[src/prog.hex]
// One 32-bit RV32I instruction word per line, from byte address 0 upward
// The all-zero word at the end halts the core
12300093
ff800113
04000513
002081b3
40208233
401152b3
00415313
40215393
00112433
00513493
fe352c23
03802583
0065e633
00508013
004046b3
00452703
002097b3
00f02023
00000000

[src/rv_pkg.sv]
`default_nettype none

package rv_pkg;

    localparam int XLEN       = 32;
    localparam int REG_AW     = 5;
    localparam int IMEM_DEPTH = 64;
    localparam int IMEM_AW    = $clog2(IMEM_DEPTH);

    // Supported major opcodes
    localparam logic [6:0] OPC_OP     = 7'b0110011;
    localparam logic [6:0] OPC_OP_IMM = 7'b0010011;
    localparam logic [6:0] OPC_LOAD   = 7'b0000011;
    localparam logic [6:0] OPC_STORE  = 7'b0100011;

    localparam logic [2:0] F3_ADD_SUB = 3'b000;
    localparam logic [2:0] F3_SLL     = 3'b001;
    localparam logic [2:0] F3_SLT     = 3'b010;
    localparam logic [2:0] F3_SLTU    = 3'b011;
    localparam logic [2:0] F3_XOR     = 3'b100;
    localparam logic [2:0] F3_SR      = 3'b101;    // srl and sra, split by bit 30
    localparam logic [2:0] F3_OR      = 3'b110;
    localparam logic [2:0] F3_AND     = 3'b111;
    localparam logic [2:0] F3_LW_SW   = 3'b010;    // Word access only

    // LSU state codes
    localparam logic [2:0] LSU_IDLE  = 3'd0;
    localparam logic [2:0] LSU_ADDR  = 3'd1;
    localparam logic [2:0] LSU_WRITE = 3'd2;
    localparam logic [2:0] LSU_RESP  = 3'd3;
    localparam logic [2:0] LSU_READ  = 3'd4;

    // One instruction word, viewed through the format the opcode selects
    typedef union packed {
        struct packed {
            logic [6:0] funct7;
            logic [4:0] rs2;
            logic [4:0] rs1;
            logic [2:0] funct3;
            logic [4:0] rd;
            logic [6:0] opcode;
        } r;
        struct packed {
            logic [11:0] imm;
            logic [4:0]  rs1;
            logic [2:0]  funct3;
            logic [4:0]  rd;
            logic [6:0]  opcode;
        } i;
        struct packed {
            logic [6:0] imm_hi;
            logic [4:0] rs2;
            logic [4:0] rs1;
            logic [2:0] funct3;
            logic [4:0] imm_lo;
            logic [6:0] opcode;
        } s;
    } rv_instr_u;

endpackage

`default_nettype wire
[src/rv_exec_if.sv]
`timescale 1ns/10ps
`default_nettype none

interface rv_exec_if;

    logic                     valid;
    logic [2:0]               funct3;
    logic                     alt;         // Instruction bit 30
    logic                     use_imm;
    logic                     is_load;
    logic                     is_store;
    logic [rv_pkg::XLEN-1:0]  op_a;        // rs1 value
    logic [rv_pkg::XLEN-1:0]  op_b;        // rs2 value
    logic [rv_pkg::XLEN-1:0]  imm;         // Sign-extended I or S immediate

    modport core (output valid, funct3, alt, use_imm, is_load, is_store, op_a, op_b, imm);
    modport alu  (input funct3, alt, use_imm, op_a, op_b, imm);
    modport lsu  (input valid, is_load, is_store, op_a, op_b, imm);

endinterface

`default_nettype wire

[src/rv_core.sv]
`timescale 1ns/10ps
`default_nettype none

module rv_core (
    input  logic                         CLK,
    input  logic                         RST,
    // AXI4-Lite data memory master
    output logic [rv_pkg::XLEN-1:0]      awaddr,
    output logic                         awvalid,
    input  logic                         awready,
    output logic [rv_pkg::XLEN-1:0]      wdata,
    output logic [rv_pkg::XLEN/8-1:0]    wstrb,
    output logic                         wvalid,
    input  logic                         wready,
    input  logic                         bvalid,
    output logic                         bready,
    output logic [rv_pkg::XLEN-1:0]      araddr,
    output logic                         arvalid,
    input  logic                         arready,
    input  logic [rv_pkg::XLEN-1:0]      rdata,
    input  logic                         rvalid,
    output logic                         rready,
    // Retire report
    output logic                         retire_valid,
    output logic [rv_pkg::XLEN-1:0]      retire_pc,
    output logic [rv_pkg::REG_AW-1:0]    retire_rd,
    output logic [rv_pkg::XLEN-1:0]      retire_data,
    output logic                         halted
);

    logic [rv_pkg::XLEN-1:0] imem [0:rv_pkg::IMEM_DEPTH-1];
    logic [rv_pkg::XLEN-1:0] pc;
    rv_pkg::rv_instr_u       instr;
    logic                    is_op;
    logic                    is_op_imm;
    logic                    is_load;
    logic                    is_store;
    logic                    supported;
    logic                    busy;          // Waiting on the LSU
    logic                    alu_issue;
    logic                    lsu_start;
    logic                    lsu_done;
    logic [rv_pkg::XLEN-1:0] load_data;
    logic [rv_pkg::XLEN-1:0] alu_result;
    logic [rv_pkg::XLEN-1:0] rdata_a;
    logic [rv_pkg::XLEN-1:0] rdata_b;
    logic                    wb_we;
    logic [rv_pkg::XLEN-1:0] wb_data;

    rv_exec_if ex ();

    initial $readmemh("/design/src/prog.hex", imem);

    assign instr = imem[pc[rv_pkg::IMEM_AW+1:2]];

    // Decode
    assign is_op     = (instr.r.opcode == rv_pkg::OPC_OP);
    assign is_op_imm = (instr.i.opcode == rv_pkg::OPC_OP_IMM);
    assign is_load   = (instr.i.opcode == rv_pkg::OPC_LOAD) && (instr.i.funct3 == rv_pkg::F3_LW_SW);
    assign is_store  = (instr.s.opcode == rv_pkg::OPC_STORE) && (instr.s.funct3 == rv_pkg::F3_LW_SW);
    assign supported = is_op || is_op_imm || is_load || is_store;

    assign ex.valid    = supported && !halted;
    assign ex.funct3   = instr.r.funct3;
    assign ex.alt      = instr.r.funct7[5];
    assign ex.use_imm  = !is_op;
    assign ex.is_load  = is_load;
    assign ex.is_store = is_store;
    assign ex.op_a     = rdata_a;
    assign ex.op_b     = rdata_b;
    assign ex.imm      = is_store ? {{20{instr.s.imm_hi[6]}}, instr.s.imm_hi, instr.s.imm_lo}
                                  : {{20{instr.i.imm[11]}}, instr.i.imm};

    // Issue and writeback
    assign alu_issue = (is_op || is_op_imm) && !busy && !halted;
    assign lsu_start = (is_load || is_store) && !busy && !halted;
    assign wb_we     = alu_issue || (lsu_done && is_load);
    assign wb_data   = lsu_done ? load_data : alu_result;

    rv_regfile u_regfile (
        .CLK     (CLK),
        .raddr_a (instr.r.rs1),
        .raddr_b (instr.r.rs2),
        .rdata_a (rdata_a),
        .rdata_b (rdata_b),
        .we      (wb_we),
        .waddr   (instr.r.rd),
        .wdata   (wb_data)
    );

    rv_alu u_alu (
        .ex     (ex.alu),
        .result (alu_result)
    );

    rv_lsu u_lsu (
        .CLK (CLK), .RST (RST), .ex (ex.lsu),
        .start (lsu_start), .done (lsu_done), .load_data (load_data),
        .awaddr (awaddr), .awvalid (awvalid), .awready (awready),
        .wdata (wdata), .wstrb (wstrb), .wvalid (wvalid), .wready (wready),
        .bvalid (bvalid), .bready (bready),
        .araddr (araddr), .arvalid (arvalid), .arready (arready),
        .rdata (rdata), .rvalid (rvalid), .rready (rready)
    );

    always_ff @(posedge CLK) begin
        if (RST) begin
            pc           <= '0;
            busy         <= 1'b0;
            halted       <= 1'b0;
            retire_valid <= 1'b0;
        end else begin
            retire_valid <= alu_issue || lsu_done;
            if (lsu_start) busy <= 1'b1;    // PC held until done
            if (alu_issue || lsu_done) begin
                pc   <= pc + 32'd4;
                busy <= 1'b0;
            end
            if (!supported && !busy && !halted) halted <= 1'b1;    // Sticky until reset
        end
    end

    // Retire payload, a store reports its data with rd zero
    always_ff @(posedge CLK) begin
        if (alu_issue || lsu_done) begin
            retire_pc   <= pc;
            retire_rd   <= is_store ? '0 : instr.r.rd;
            retire_data <= is_store ? rdata_b : wb_data;
        end
    end

endmodule

`default_nettype wire

[src/rv_lsu.sv]
`timescale 1ns/10ps
`default_nettype none

module rv_lsu (
    input  logic                         CLK,
    input  logic                         RST,
    rv_exec_if.lsu                       ex,
    input  logic                         start,
    output logic                         done,
    output logic [rv_pkg::XLEN-1:0]      load_data,
    // AXI4-Lite master
    output logic [rv_pkg::XLEN-1:0]      awaddr,
    output logic                         awvalid,
    input  logic                         awready,
    output logic [rv_pkg::XLEN-1:0]      wdata,
    output logic [rv_pkg::XLEN/8-1:0]    wstrb,
    output logic                         wvalid,
    input  logic                         wready,
    input  logic                         bvalid,
    output logic                         bready,
    output logic [rv_pkg::XLEN-1:0]      araddr,
    output logic                         arvalid,
    input  logic                         arready,
    input  logic [rv_pkg::XLEN-1:0]      rdata,
    input  logic                         rvalid,
    output logic                         rready
);

    logic [2:0]              state;
    logic [rv_pkg::XLEN-1:0] addr_q;      // Effective address
    logic [rv_pkg::XLEN-1:0] sdata_q;     // Store data

    always_ff @(posedge CLK) begin
        if (RST) begin
            state   <= rv_pkg::LSU_IDLE;
            awvalid <= 1'b0;
            wvalid  <= 1'b0;
            arvalid <= 1'b0;
            done    <= 1'b0;
        end else begin
            done <= 1'b0;
            case (state)
                rv_pkg::LSU_IDLE: begin
                    if (start && ex.valid && ex.is_store) begin
                        awvalid <= 1'b1;
                        wvalid  <= 1'b1;
                        state   <= rv_pkg::LSU_WRITE;
                    end else if (start && ex.valid && ex.is_load) begin
                        arvalid <= 1'b1;
                        state   <= rv_pkg::LSU_ADDR;
                    end
                end
                rv_pkg::LSU_ADDR: begin
                    if (arready) begin
                        arvalid <= 1'b0;
                        state   <= rv_pkg::LSU_READ;
                    end
                end
                rv_pkg::LSU_READ: begin
                    if (rvalid) begin
                        done  <= 1'b1;
                        state <= rv_pkg::LSU_IDLE;
                    end
                end
                rv_pkg::LSU_WRITE: begin
                    if (awready) awvalid <= 1'b0;    // Each channel completes on its own
                    if (wready) wvalid <= 1'b0;
                    if ((awready || !awvalid) && (wready || !wvalid)) begin
                        state <= rv_pkg::LSU_RESP;
                    end
                end
                default: begin    // LSU_RESP
                    if (bvalid) begin
                        done  <= 1'b1;
                        state <= rv_pkg::LSU_IDLE;
                    end
                end
            endcase
        end
    end

    always_ff @(posedge CLK) begin
        if (state == rv_pkg::LSU_IDLE && start) begin
            addr_q  <= ex.op_a + ex.imm;
            sdata_q <= ex.op_b;
        end
        if (state == rv_pkg::LSU_READ && rvalid) begin
            load_data <= rdata;
        end
    end

    assign awaddr = addr_q;
    assign araddr = addr_q;
    assign wdata  = sdata_q;
    assign wstrb  = '1;    // Full words only
    assign bready = (state == rv_pkg::LSU_RESP);
    assign rready = (state == rv_pkg::LSU_READ);

endmodule

`default_nettype wire

[src/rv_alu.sv]
`timescale 1ns/10ps
`default_nettype none

module rv_alu (
    rv_exec_if.alu                  ex,
    output logic [rv_pkg::XLEN-1:0] result
);

    logic [rv_pkg::XLEN-1:0] opnd_b;
    logic [4:0]              shamt;

    assign opnd_b = ex.use_imm ? ex.imm : ex.op_b;
    assign shamt  = opnd_b[4:0];    // Low 5 bits only

    always_comb begin
        case (ex.funct3)
            rv_pkg::F3_ADD_SUB: begin
                // addi has no subtract form, bit 30 belongs to the immediate there
                if (ex.alt && !ex.use_imm) begin
                    result = ex.op_a - opnd_b;
                end else begin
                    result = ex.op_a + opnd_b;
                end
            end
            rv_pkg::F3_SLL:  result = ex.op_a << shamt;
            rv_pkg::F3_SLT:  result = {31'd0, $signed(ex.op_a) < $signed(opnd_b)};
            rv_pkg::F3_SLTU: result = {31'd0, ex.op_a < opnd_b};
            rv_pkg::F3_XOR:  result = ex.op_a ^ opnd_b;
            rv_pkg::F3_SR: begin
                if (ex.alt) begin
                    result = $unsigned($signed(ex.op_a) >>> shamt);    // Arithmetic
                end else begin
                    result = ex.op_a >> shamt;
                end
            end
            rv_pkg::F3_OR:   result = ex.op_a | opnd_b;
            default:         result = ex.op_a & opnd_b;    // F3_AND
        endcase
    end

endmodule

`default_nettype wire

[src/rv_regfile.sv]
`timescale 1ns/10ps
`default_nettype none

module rv_regfile (
    input  logic                      CLK,
    input  logic [rv_pkg::REG_AW-1:0] raddr_a,
    input  logic [rv_pkg::REG_AW-1:0] raddr_b,
    output logic [rv_pkg::XLEN-1:0]   rdata_a,
    output logic [rv_pkg::XLEN-1:0]   rdata_b,
    input  logic                      we,
    input  logic [rv_pkg::REG_AW-1:0] waddr,
    input  logic [rv_pkg::XLEN-1:0]   wdata
);

    logic [rv_pkg::XLEN-1:0] regs [0:(1 << rv_pkg::REG_AW)-1];

    // Entry 0 is never written, so it is masked on read
    always_ff @(posedge CLK) begin
        if (we && (waddr != '0)) begin
            regs[waddr] <= wdata;
        end
    end

    assign rdata_a = (raddr_a == '0) ? '0 : regs[raddr_a];    // x0 reads zero
    assign rdata_b = (raddr_b == '0) ? '0 : regs[raddr_b];

endmodule

`default_nettype wire

[config.mk]
export PLATFORM = sky130hd
export DESIGN_NAME = rv_core
export DESIGN_NICKNAME = d
export VERILOG_FILES = /design/src/rv_pkg.sv /design/src/rv_exec_if.sv /design/src/rv_core.sv /design/src/rv_lsu.sv /design/src/rv_alu.sv /design/src/rv_regfile.sv
export SDC_FILE = /design/constraint.sdc
export NUM_CORES = 1
export LEC_CHECK = 0
export ABC_AREA = 1
export BUFFER_PORTS_ARGS = -buffer_cell sky130_fd_sc_hd__buf_2
export CORE_MARGIN = 2
export CORE_UTILIZATION = 30
export DETAILED_ROUTE_END_ITERATION = 8
export MAX_ROUTING_LAYER = met4
export PLACE_DENSITY_LB_ADDON = 0.25
export SYNTH_ARGS = -nofsm -noshare
export SYNTH_HDL_FRONTEND = slang
export SYNTH_SLANG_ARGS = --single-unit
[constraint.sdc]
create_clock -name CLK -period 3.07 [get_ports CLK]
set_input_delay 0.307 -clock CLK [delete_from_list [all_inputs] [get_ports CLK]]
set_output_delay 0.307 -clock CLK [all_outputs]
set_load 0.1 [all_outputs]
======== Word-level counts from Yosys, hierarchy flattened ========
Memory sizes are Yosys's and may differ from the RTL's.
Cells that the tools add are included.
storage, ports and cells
  register bits ........................... 207
  bits in writable memories ............... 1,024
  input port bits ......................... 39
  output and inout port bits .............. 176
  logic and storage cells ................. 126
  memories kept ........................... 1
memories
  name            words  bits a word  read ports  clocked after memory_dff  write ports  line              text
  u_regfile.regs  32     32           1           0                         1            rv_regfile.sv:15  logic [rv_pkg::XLEN-1:0] regs [0:(1 << rv_pkg::REG_AW)-1];
cells by class
  add/sub/neg operators ................... 4
  order comparisons ....................... 2
  equality and inequality tests ........... 23
  shift operators ......................... 3
  multiplexer cells ....................... 30
  bitwise logic cells ..................... 3
  reductions and logical operators ........ 45
operator list
  operator                                                              number
  32-bit two-way mux                                                    7
  32-bit case mux with 7 select lines                                   1
  32-bit adder                                                          2
  32-bit less-than comparator                                           2
  32-bit by 3-bit adder with 32-bit output, second input constant       1
  32-bit bitwise AND                                                    1
  32-bit bitwise OR                                                     1
  32-bit by 5-bit left shift with 32-bit output                         1
  32-bit by 5-bit right shift with 32-bit output                        1
  32-bit by 5-bit >>> shifter with 32-bit output                        1
  32-bit subtractor                                                     1
  32-bit XOR                                                            1
  3-bit two-way mux                                                     6
  1-bit logical AND                                                     17
  7-bit by 6-bit equality test with 1-bit output, both inputs constant  2
  3-bit case mux with 4 select lines                                    1
  5-bit zero test, first input constant                                 2
  1-bit two-way mux                                                     10
  2-bit inequality test, second input constant                          5
  3-bit equality test, both inputs constant                             3
  1-bit logical OR                                                      8
  1-bit case mux with 2 select lines                                    4
  7-bit by 2-bit equality test with 1-bit output, both inputs constant  1
  7-bit by 5-bit equality test with 1-bit output, both inputs constant  1
  other kinds (20)                                                      30

======== Logic depth before layout (Yosys ltp) ========
Gate-level depths: netlist of the first run.
  word-level depth ........................ 10
  depth in mapped cells ................... 9
  gate-level depth less buffers ........... 9

======== Modules after synthesis ========
A second synthesis of the first run with hierarchy kept.
second synthesis, totals
  cells, all modules ...................... 9,345
  area total of the unflattened synthesis .. 72,423.2 µm²
by module, submodules not included
  module      instances  cells each  area each (µm²)  seq. area each (µm²)
  rv_regfile  1          5,972       51,687.1         30,749.5
  rv_alu      1          2,222       10,761.6         0.0
  rv_lsu      1          687         5,891.9          3,022.9
  rv_core     1          464         4,082.7          2,482.4

======== Worst setup path after synthesis of the first run ========
OpenSTA, ideal clock, no wires.
  path kind ............................... reg-to-reg
  start ................................... register u_lsu.state[0]
  end ..................................... register u_lsu.load_data[0] (netlist name), enable pin
  data arrival time ....................... 2.655 ns
  setup slack ............................. 0.028 ns
  cell stages (with the launch flop) ...... 6
  path buffers ............................ 0
  clock period less this slack ............ 3.042 ns
  path through ............................ dfxtp_1 inv_1 nand2_1 nor2_1 nand2_1 inv_1
on the way
  longest elaborated chain between the ends .. 2
RTL lines
  what                      line           text
  start: declaration        rv_lsu.sv:29   logic [2:0] state;
  start signal: assignment  rv_lsu.sv:35   state <= rv_pkg::LSU_IDLE;
  start signal: assignment  rv_lsu.sv:47   state <= rv_pkg::LSU_WRITE;
  start signal: assignment  rv_lsu.sv:50   state <= rv_pkg::LSU_ADDR;
  3-bit equality test       n/a
  named net rready          rv_core.sv:22  output logic rready,
  1-bit logical AND         rv_lsu.sv:87   if (state == rv_pkg::LSU_READ && rvalid) begin
  end signal: assignment    rv_lsu.sv:88   load_data <= rdata;
  end: declaration          rv_lsu.sv:10   output logic [rv_pkg::XLEN-1:0] load_data,
The timed path passes the listed nets, and every way through them passes these cells.
A chain may end at the register's enable or synchronous reset.

======== Worst setup path after layout of the first run ========
  start ................................... register u_lsu.state[2]
  end ..................................... output port rready
on the way
  longest elaborated chain between the ends .. 1
RTL lines
  what                 line           text
  3-bit equality test  rv_lsu.sv:97   assign rready = (state == rv_pkg::LSU_READ);
  end: declaration     rv_core.sv:22
Every way passes these cells.

==> flow_metrics.env, run 1 <==
export IMPL_setup_violations=0
export IMPL_rows=51
export IMPL_die_w_um=146
export IMPL_hold_path_class="primary input to flop"
export IMPL_status="finished, final reports clean"
export IMPL_chipHeight_um=146
export IMPL_nets=758
export IMPL_ioPinCount=215
export IMPL_syn_area_mm2=0.00603
export IMPL_crit_required_ns=2.76
export IMPL_fmax_ghz=0.543
export IMPL_finalPower_w=0.00516
export IMPL_cts_resized=0
export IMPL_drc=0
export IMPL_p_per_area_mw_per_mm2=732
export IMPL_layout_common_cells="nand2_1 (114), conb_1 (108), buf_2 (106), edfxtp_1 (94), inv_1 (75)"
export IMPL_hold_violations=0
export IMPL_grt_max_degree=65
export IMPL_cts_tree="built"
export IMPL_grt_ovfl_total=0
export IMPL_insertion_delay_ns=0.41
export IMPL_fin_crit_ns=1.84
export IMPL_skew_ns=0.00656
export IMPL_synth_edff_count=94
export IMPL_slowest_delay_ns=0.45
export IMPL_grt_total_usage=0.108
export IMPL_io_buffer_count=106
export IMPL_yosys_warnings=0
export IMPL_synth_seq_cells=132
export IMPL_core_mm2=0.0196
export IMPL_synthFlopType="edfxtp_1"
export IMPL_syn_avg_cell_area_um2=10.0
export IMPL_grt_pass1_vias=3337
export IMPL_cts_root_buf="clkbuf_16"
export IMPL_cp_start_kind="flop"
export IMPL_antenna_diode_count=0
export IMPL_path_max_fanout=7
export IMPL_grt_pass1_wl_um=17300
export IMPL_relSlewSlack=0.427
export IMPL_synthArstFlopShare=0
export IMPL_clock_path_buffers=2
export IMPL_crit_arrival_ns=1.53
export IMPL_post_cts_buffers=0
export IMPL_crit_path_top_delay_cell="dfxtp_1"
export IMPL_min_period_over_period=0.600
export IMPL_crit_chain="inv_1 -> nor2_1 -> buf_2"
export IMPL_drt_first_iter_violations=190
export IMPL_wl_um=10900
export IMPL_drv_slew=0
export IMPL_htreeDepth=4
export IMPL_dr_pass1_iters=4
export IMPL_via_per_inst=3.80
export IMPL_vias=3784
export IMPL_maxCapViolCount=0
export IMPL_rsz0062_at_grt="no"
export IMPL_floorplan_initialDensity=0.308
export IMPL_synth_distinct_cells=31
export IMPL_dp_hpwl_um=7730
export IMPL_synth_cells=601
export IMPL_fillCellCount=2025
export IMPL_layout_commonest_cell="nand2_1"
export IMPL_drive_gt1_frac=0.233
export IMPL_cts_hold_buf=0
export IMPL_cp_end_kind="output pin"
export IMPL_tns_ns=0
export IMPL_peakVddDrop_mv=0.369
export IMPL_clk_pin_slew_ns=0.06
export IMPL_wl_per_cell_um=10.9
export IMPL_antenna_found_initial=0
export IMPL_gp_congestion=0.787
export IMPL_yosysSeqAreaShare=0.594
export IMPL_worst_pin_slew_ns=0.854
export IMPL_crit_type="flop to output pin"
export IMPL_p_leak_nw=3.12
export IMPL_die_area_mm2=0.0213
export IMPL_ant_nets=0
export IMPL_cts_buffers=17
export IMPL_areaGrowthSynthToFinish_pct=16.8
export IMPL_cts_sinks=132
synthesized netlist by cell type, types with 2 or more instances:
master | n | area share
a21oi_1 | 14 | 0.012
buf_2 | 7 | 0.0058
buf_4 | 108 | 0.13
conb_1 | 2 | 0.0012
dfxtp_1 | 38 | 0.13
edfxtp_1 | 94 | 0.47
inv_1 | 75 | 0.047
inv_2 | 3 | 0.0019
nand2_1 | 114 | 0.071
nand2_2 | 5 | 0.0052
nand3_1 | 24 | 0.020
nand3_2 | 2 | 0.0033
nand4_1 | 8 | 0.0083
nor2_1 | 64 | 0.040
nor2_2 | 8 | 0.0083
nor2_4 | 7 | 0.013
nor3_1 | 4 | 0.0033
o21ai_0 | 10 | 0.0083
xor2_1 | 2 | 0.0029
final timing paths:
check,startpoint,to,slack [ns],depth (start not counted)
worst max-delay path,u_lsu.state[2],rready,1.23,3
worst min register to register,pc[10],retire_pc[10],0.46,0
worst min-delay path,rdata[21],u_lsu.load_data[21],0.06,1
worst max register to register,u_lsu.done,pc[31],1.39,7
critical path: cells and delay by family (launching register included):
kind / cells / cell delay (ns)
buffers and inverters: 2 / 0.53
flip-flops: 1 / 0.45
AND/OR/NAND/NOR: 1 / 0.13
state kept, by name, indices dropped and copies added, names as in the netlist:
| register | cells |
|---|---|
| retire_data | 32 |
| u_lsu.load_data | 32 |
| pc | 30 |
| retire_pc | 30 |
| u_lsu.state | 3 |
| retire_valid | 1 |
| u_lsu.arvalid | 1 |
| u_lsu.awvalid | 1 |
| u_lsu.done | 1 |
| u_lsu.wvalid | 1 |
per-layer routing:
metal,up-vias,track usage,share of wire
met5,-,-,0
met4,0,0.0471,0.013
met3,10,0.0317,0.063
met2,147,0.168,0.47
met1,1690,0.130,0.45
li1,1937,-,-
per-stage QoR:
step | utilization | area, um2 | setup WS (ns) | hold slack, ns | instances
6_report | 0.360 | 7050 | 1.23 | 0.0637 | 996
5_1_grt | 0.360 | 7050 | 1.11 | 0.0357 | 996
4_1_cts | 0.360 | 7050 | 1.21 | 0.0391 | 996
3_5_place_dp | 0.330 | 6470 | 1.27 | 0.446 | 964
3_3_place_gp | 0.330 | 6470 | 1.30 | 0.441 | 964
2_1_floorplan | - | 6430 | 0.0284 | 0.406 | 707
kinds of logic (layout without fill, tap and decap cells):
logic type	after synthesis	in the layout	share of synthesized area
flops	132	132	0.594
other cells	2	108	0.00124
simple gates	242	242	0.184
xor+xnor	2	2	0.00290
fa+ha+maj	1	1	0.00207
compound gates	26	26	0.0230
buf+inv	196	220	0.193
where the power goes:
group          internal [W]  switching, W
Clock               0.00121      0.000768
Sequential          0.00202     0.0000526
Combinational     0.0000845       0.00103
Total               0.00331       0.00185
final cells by class:
type | instances | area, um2 | share of cell area
Clock inverter | 13 | 146 | 0.0208
Sequential cell | 132 | 3590 | 0.509
Timing Repair Buffer | 108 | 558 | 0.0792
Clock buffer | 19 | 433 | 0.0614
Tap cell | 265 | 332 | 0.0470
Multi-Input combinational cell | 379 | 1690 | 0.239
Inverter | 80 | 305 | 0.0433
Power figures use the tool's default switching activity.
==> run 2: changes to the inputs <==
- clock period: 3.07 -> 1.9 ns (I/O delays scaled with it)
==> run 2 against run 1 <==
Net effect: die area is the same; sequential share of layout area shrank 2.8 points; clock skew shrank 0.00070 ns; highest routed layer unchanged; total power grew 69%; clock power grew 76%.
==> flow_metrics.env, run 2 (synthesized netlist as in run 1, its figures left out) <==
export IMPL_dp_hpwl_um=8200
export IMPL_cts_root_buf="clkbuf_16"
export IMPL_relSlewSlack=0.654
export IMPL_die_area_mm2=0.0213
export IMPL_grt_max_degree=75
export IMPL_post_cts_buffers=0
export IMPL_skew_ns=0.00586
export IMPL_setup_violations=0
export IMPL_crit_type="flop to output pin"
export IMPL_fillCellCount=2002
export IMPL_drc=0
export IMPL_grt_ovfl_total=0
export IMPL_drt_first_iter_violations=172
export IMPL_top_regs="retire_data: 32 flops, u_lsu.load_data: 32 flops"
export IMPL_path_max_fanout=7
export IMPL_setup_ws_ns=0.177
export IMPL_crit_path_top_delay_cell="buf_2"
export IMPL_drv_slew=0
export IMPL_startpoint="u_lsu.state[2]"
export IMPL_grt_total_usage=0.111
export IMPL_cts_tree="built"
export IMPL_dr_pass1_iters=4
export IMPL_cts_sinks=132
export IMPL_hold_slack_ns=0.0366
export IMPL_r2r_start="u_lsu.state[0]"
export IMPL_cp_start_kind="flop"
export IMPL_reg2reg_slack_ns=0.35
export IMPL_status="finished, final reports clean"
export IMPL_ioPinCount=215
export IMPL_layout_common_cells="nand2_1 (112), conb_1 (108), buf_2 (106), edfxtp_1 (94), inv_1 (73)"
export IMPL_vias=3910
export IMPL_r2r_end="u_lsu.load_data[28]"
export IMPL_chipHeight_um=146
export IMPL_drive_gt1_frac=0.227
export IMPL_p_leak_nw=3.28
export IMPL_register_area_mm2=0.00359
export IMPL_io_buffer_count=106
export IMPL_grt_pass1_wl_um=17800
export IMPL_cts_resized=0
export IMPL_hold_violations=0
export IMPL_cp_end_kind="output pin"
export IMPL_crit_arrival_ns=1.53
export IMPL_place_area_mm2=0.00652
export IMPL_rsz0062_at_grt="no"
export IMPL_crit_required_ns=1.71
export IMPL_nets=793
export IMPL_place_ws_ns=0.326
export IMPL_antenna_found_initial=1
export IMPL_wl_um=11400
export IMPL_fin_crit_ns=1.72
export IMPL_clock_path_buffers=2
export IMPL_p_per_area_mw_per_mm2=1170
export IMPL_areaGrowthSynthToFinish_pct=23.7
export IMPL_insertion_delay_ns=0.42
export IMPL_maxCapViolCount=0
export IMPL_fmax_ghz=0.580
export IMPL_hold_path_class="primary input to flop"
export IMPL_slowest_delay_ns=0.45
export IMPL_gp_congestion=0.787
export IMPL_rows=51
export IMPL_cts_buffers=17
export IMPL_die_w_um=146
export IMPL_wl_per_cell_um=11.0
export IMPL_via_per_inst=3.79
export IMPL_grt_pass1_vias=3503
export IMPL_core_mm2=0.0196
export IMPL_tns_ns=0
export IMPL_layout_commonest_cell="nand2_1"
export IMPL_ant_nets=0
export IMPL_worst_pin_slew_ns=0.522
export IMPL_floorplan_initialDensity=0.308
export IMPL_htreeDepth=4
export IMPL_min_path_cells=4
export IMPL_multi_input_area_mm2=0.00170
export IMPL_min_period_over_period=0.907
export IMPL_clk_pin_slew_ns=0.05
export IMPL_final_area_mm2=0.00746
export IMPL_rr_worst_depth=6
export IMPL_finalPower_w=0.00870
export IMPL_crit_chain="inv_1 -> nor2_4 -> buf_2"
export IMPL_peakVddDrop_mv=0.595
export IMPL_crit_path_end="rready"
-- run 2: critical path: cells and delay by family (launching register included) --
kind | cells | cell delay, ns
buf+inv | 2 | 0.57
flops | 1 | 0.44
simple gates | 1 | 0.10
-- run 2: routing by layer --
layer	track usage	wire, um	share of wire	vias to the layer above
li1	-	-	-	2002
met1	0.129	4890	0.43	1758
met2	0.177	5500	0.48	133
met3	0.0313	716	0.063	17
met4	0.0544	254	0.022	0
met5	-	0	0	-
-- run 2: final cells by class --
cell class,instances,share of cell area
Antenna cell,1,0.000335
Clock buffer,20,0.0585
Clock inverter,11,0.0246
Inverter,80,0.0414
Multi-Input combinational cell,379,0.228
Sequential cell,132,0.481
Tap cell,265,0.0444
Timing Repair Buffer,143,0.122
-- run 2: how the worst min path moves through the flow --
stage	from	end	slack [ns]
5_1_grt	wready	u_lsu.wvalid	0.03
4_1_cts	wready	u_lsu.wvalid	0.02
6_report	wready	u_lsu.wvalid	0.04
3_3_place_gp	rdata[0]	u_lsu.load_data[0]	0.37
3_5_place_dp	rdata[18]	u_lsu.load_data[18]	0.37
2_1_floorplan	rdata[0]	u_lsu.load_data[0]	0.29
-- run 2: power breakdown --
part / total (W) / switching, W / internal (W)
Sequential: 0.00333 / 0.0000667 / 0.00326
Clock: 0.00347 / 0.00116 / 0.00231
Combinational: 0.00190 / 0.00170 / 0.000198
-- run 2: timing repair --
item / in CTS / in global routing
hold buffers: 32 / 0
setup endpoints to repair: 0 / 0
hold endpoints to repair: 32 / 0
-- run 2: stage by stage --
step,cells,util
global route,1031,0.381
global placement,967,0.333
CTS,1030,0.381
detailed placement,967,0.333
finish,1031,0.381
floorplan,707,-
==> run 3: changes to the inputs <==
- ABC_AREA: 1 -> unset
- SKIP_LAST_GASP: unset -> 1
==> run 3 against run 2 <==
Net effect: via count fell by 9.8%; routed wire length fell by 8.0%; first-iteration DRC count fell by 1.7%; synthesized area fell by 6.6%; largest power group unchanged; global-route usage fell by 0.35 points.
==> flow_metrics.env, run 3 <==
export IMPL_synthArstFlopShare=0
export IMPL_synth_edff_count=94
export IMPL_min_period_over_period=0.915
export IMPL_rows=50
export IMPL_wl_per_cell_um=12.4
export IMPL_synthTopCellsByArea="edfxtp_1 (50%), buf_4 (15%), dfxtp_1 (13%)"
export IMPL_fin_crit_ns=1.74
export IMPL_drv_slew=0
export IMPL_rsz0062_at_grt="no"
export IMPL_crit_arrival_ns=1.55
export IMPL_drive_gt1_frac=0.249
export IMPL_cp_start_kind="flop"
export IMPL_clk_pin_slew_ns=0.06
export IMPL_core_mm2=0.0186
export IMPL_crit_type="flop to output pin"
export IMPL_nets=638
export IMPL_synth_cells=445
export IMPL_drt_first_iter_violations=169
export IMPL_dp_hpwl_um=7140
export IMPL_setup_ws_ns=0.162
export IMPL_place_ws_ns=0.175
export IMPL_post_cts_buffers=0
export IMPL_yosysSeqAreaShare=0.635
export IMPL_hold_violations=0
export IMPL_combPwrFrac=0.139
export IMPL_synth_distinct_cells=40
export IMPL_synth_seq_cells=132
export IMPL_grt_total_usage=0.108
export IMPL_antenna_diode_count=0
export IMPL_io_buffer_count=106
export IMPL_layout_commonest_cell="conb_1"
export IMPL_syn_avg_cell_area_um2=12.7
export IMPL_peakVddDrop_mv=0.435
export IMPL_htreeDepth=4
export IMPL_final_util=0.379
export IMPL_clkPwrFrac=0.456
export IMPL_fmax_ghz=0.575
export IMPL_p_switching_w=0.00211
export IMPL_cts_sinks=132
export IMPL_setup_violations=0
export IMPL_skew_ns=0.00768
export IMPL_relSlewSlack=0.606
export IMPL_cts_root_buf="clkbuf_16"
export IMPL_gp_congestion=0.752
export IMPL_grt_pass1_vias=3210
export IMPL_die_w_um=141
export IMPL_drc=0
export IMPL_syn_area_mm2=0.00564
export IMPL_cts_buffers=17
export IMPL_worst_pin_slew_ns=0.591
export IMPL_maxCapViolCount=0
export IMPL_swShare=0.280
export IMPL_hold_path_class="primary input to flop"
export IMPL_p_per_area_mw_per_mm2=1070
export IMPL_layout_common_cells="conb_1 (108), buf_2 (105), edfxtp_1 (94), dfxtp_1 (37), dlygate4sd3_1 (35)"
export IMPL_ioPinCount=215
export IMPL_path_max_fanout=12
export IMPL_synth_top_cell_by_area="edfxtp_1"
export IMPL_die_area_mm2=0.0199
export IMPL_cts_tree="built"
export IMPL_vias=3525
export IMPL_synth_common_cells="buf_4 (110), edfxtp_1 (94), dfxtp_1 (38)"
export IMPL_grt_pass1_wl_um=16100
export IMPL_wl_um=10500
export IMPL_antenna_found_initial=0
export IMPL_insertion_delay_ns=0.41
export IMPL_status="finished, final reports clean"
export IMPL_cp_end_kind="output pin"
export IMPL_grt_max_degree=47
export IMPL_areaGrowthSynthToFinish_pct=24.9
export IMPL_synth_top_area_share=0.501
export IMPL_synthFlopType="edfxtp_1"
export IMPL_via_per_inst=4.17
export IMPL_p_int_w=0.00543
export IMPL_chipHeight_um=141
export IMPL_power_frac_seq=0.406
export IMPL_floorplan_initialDensity=0.304
export IMPL_crit_required_ns=1.71
export IMPL_ant_nets=0
export IMPL_dr_pass1_iters=4
export IMPL_synth_most_common_cell="buf_4"
export IMPL_grt_ovfl_total=0
export IMPL_clock_path_buffers=2
export IMPL_yosys_warnings=0
export IMPL_top_regs="retire_data: 32 flops, u_lsu.load_data: 32 flops"
export IMPL_p_leak_nw=2.67
-- run 3: cell types whose count changed after synthesis, moves of 10 or more --
cell and delta:
a21oi_1 +10, clkbuf_1 +10, and2_1 +35, or3_1 +11, nand3_1 -16, inv_1 -69
nand2_1 -106, nor2_1 -48
-- run 3: area by class of cell --
class / count / area, um2
Clock buffer: 18 / 429
Clock inverter: 14 / 190
Fill cell: 1778 / 11500
Inverter: 6 / 22.5
Multi-Input combinational cell: 288 / 1550
Sequential cell: 132 / 3590
Tap cell: 234 / 293
Timing Repair Buffer: 153 / 973
-- run 3: worst max-delay path, stage by stage, from the launching register on --
cell,delay (ns)
dfxtp_1,0.43
nor3b_4,0.25
buf_2,0.45
-- run 3: kinds of logic after synthesis --
kind of cell / after synthesis / share of synthesized area
buf+inv: 131 / 0.164
flops: 132 / 0.635
fa+ha+maj: 2 / 0.00399
mux: 1 / 0.00178
other cells: 2 / 0.00133
simple gates: 117 / 0.129
compound gates: 51 / 0.0513
xor+xnor: 9 / 0.0140
-- run 3: final timing paths --
path,from,end,slack [ns],cells after the start
worst max-delay path,u_lsu.state[0],rready,0.16,2
worst min-delay path,bvalid,u_lsu.done,0.12,3
worst max register to register,pc[13],pc[31],0.18,4
worst min register to register,u_lsu.arvalid,u_lsu.arvalid,0.43,2
-- run 3: what timing repair did --
action | CTS | global route
resized for setup | 0 | 1
endpoints found under the setup margin | 0 | 1
hold buffers | 35 | 0
endpoints found under the hold margin | 35 | 0
-- run 3: power groups by stage --
stage | Sequential (W) | Combinational [W] | Clock, W
after floorplan | 0.00311 | 0.00111 | 0
after detailed placement | 0.00311 | 0.000981 | 0
after CTS | 0.00305 | 0.00104 | 0.00351
after global routing | 0.00305 | 0.00106 | 0.00363
after global placement | 0.00311 | 0.000979 | 0
final | 0.00306 | 0.00104 | 0.00343
-- run 3: per-stage QoR --
step | TNS [ns] | instance area [um2] | total power (W) | cells | hold slack, ns
2_1_floorplan | -8.65 | 6070 | 0.00422 | 551 | 0.278
3_3_place_gp | 0 | 6070 | 0.00409 | 778 | 0.368
3_5_place_dp | 0 | 6070 | 0.00410 | 778 | 0.368
4_1_cts | 0 | 7040 | 0.00760 | 845 | 0.116
5_1_grt | 0 | 7040 | 0.00775 | 845 | 0.122
6_report | 0 | 7040 | 0.00753 | 845 | 0.115
-- run 3: per-layer routing --
| layer | routed length, um | global-route usage | part of all wire |
|---|---|---|---|
| met1 | 4620 | 0.127 | 0.44 |
| met2 | 4720 | 0.166 | 0.45 |
| met3 | 906 | 0.0353 | 0.087 |
| met4 | 207 | 0.0526 | 0.020 |
| met5 | 0 | - | 0 |
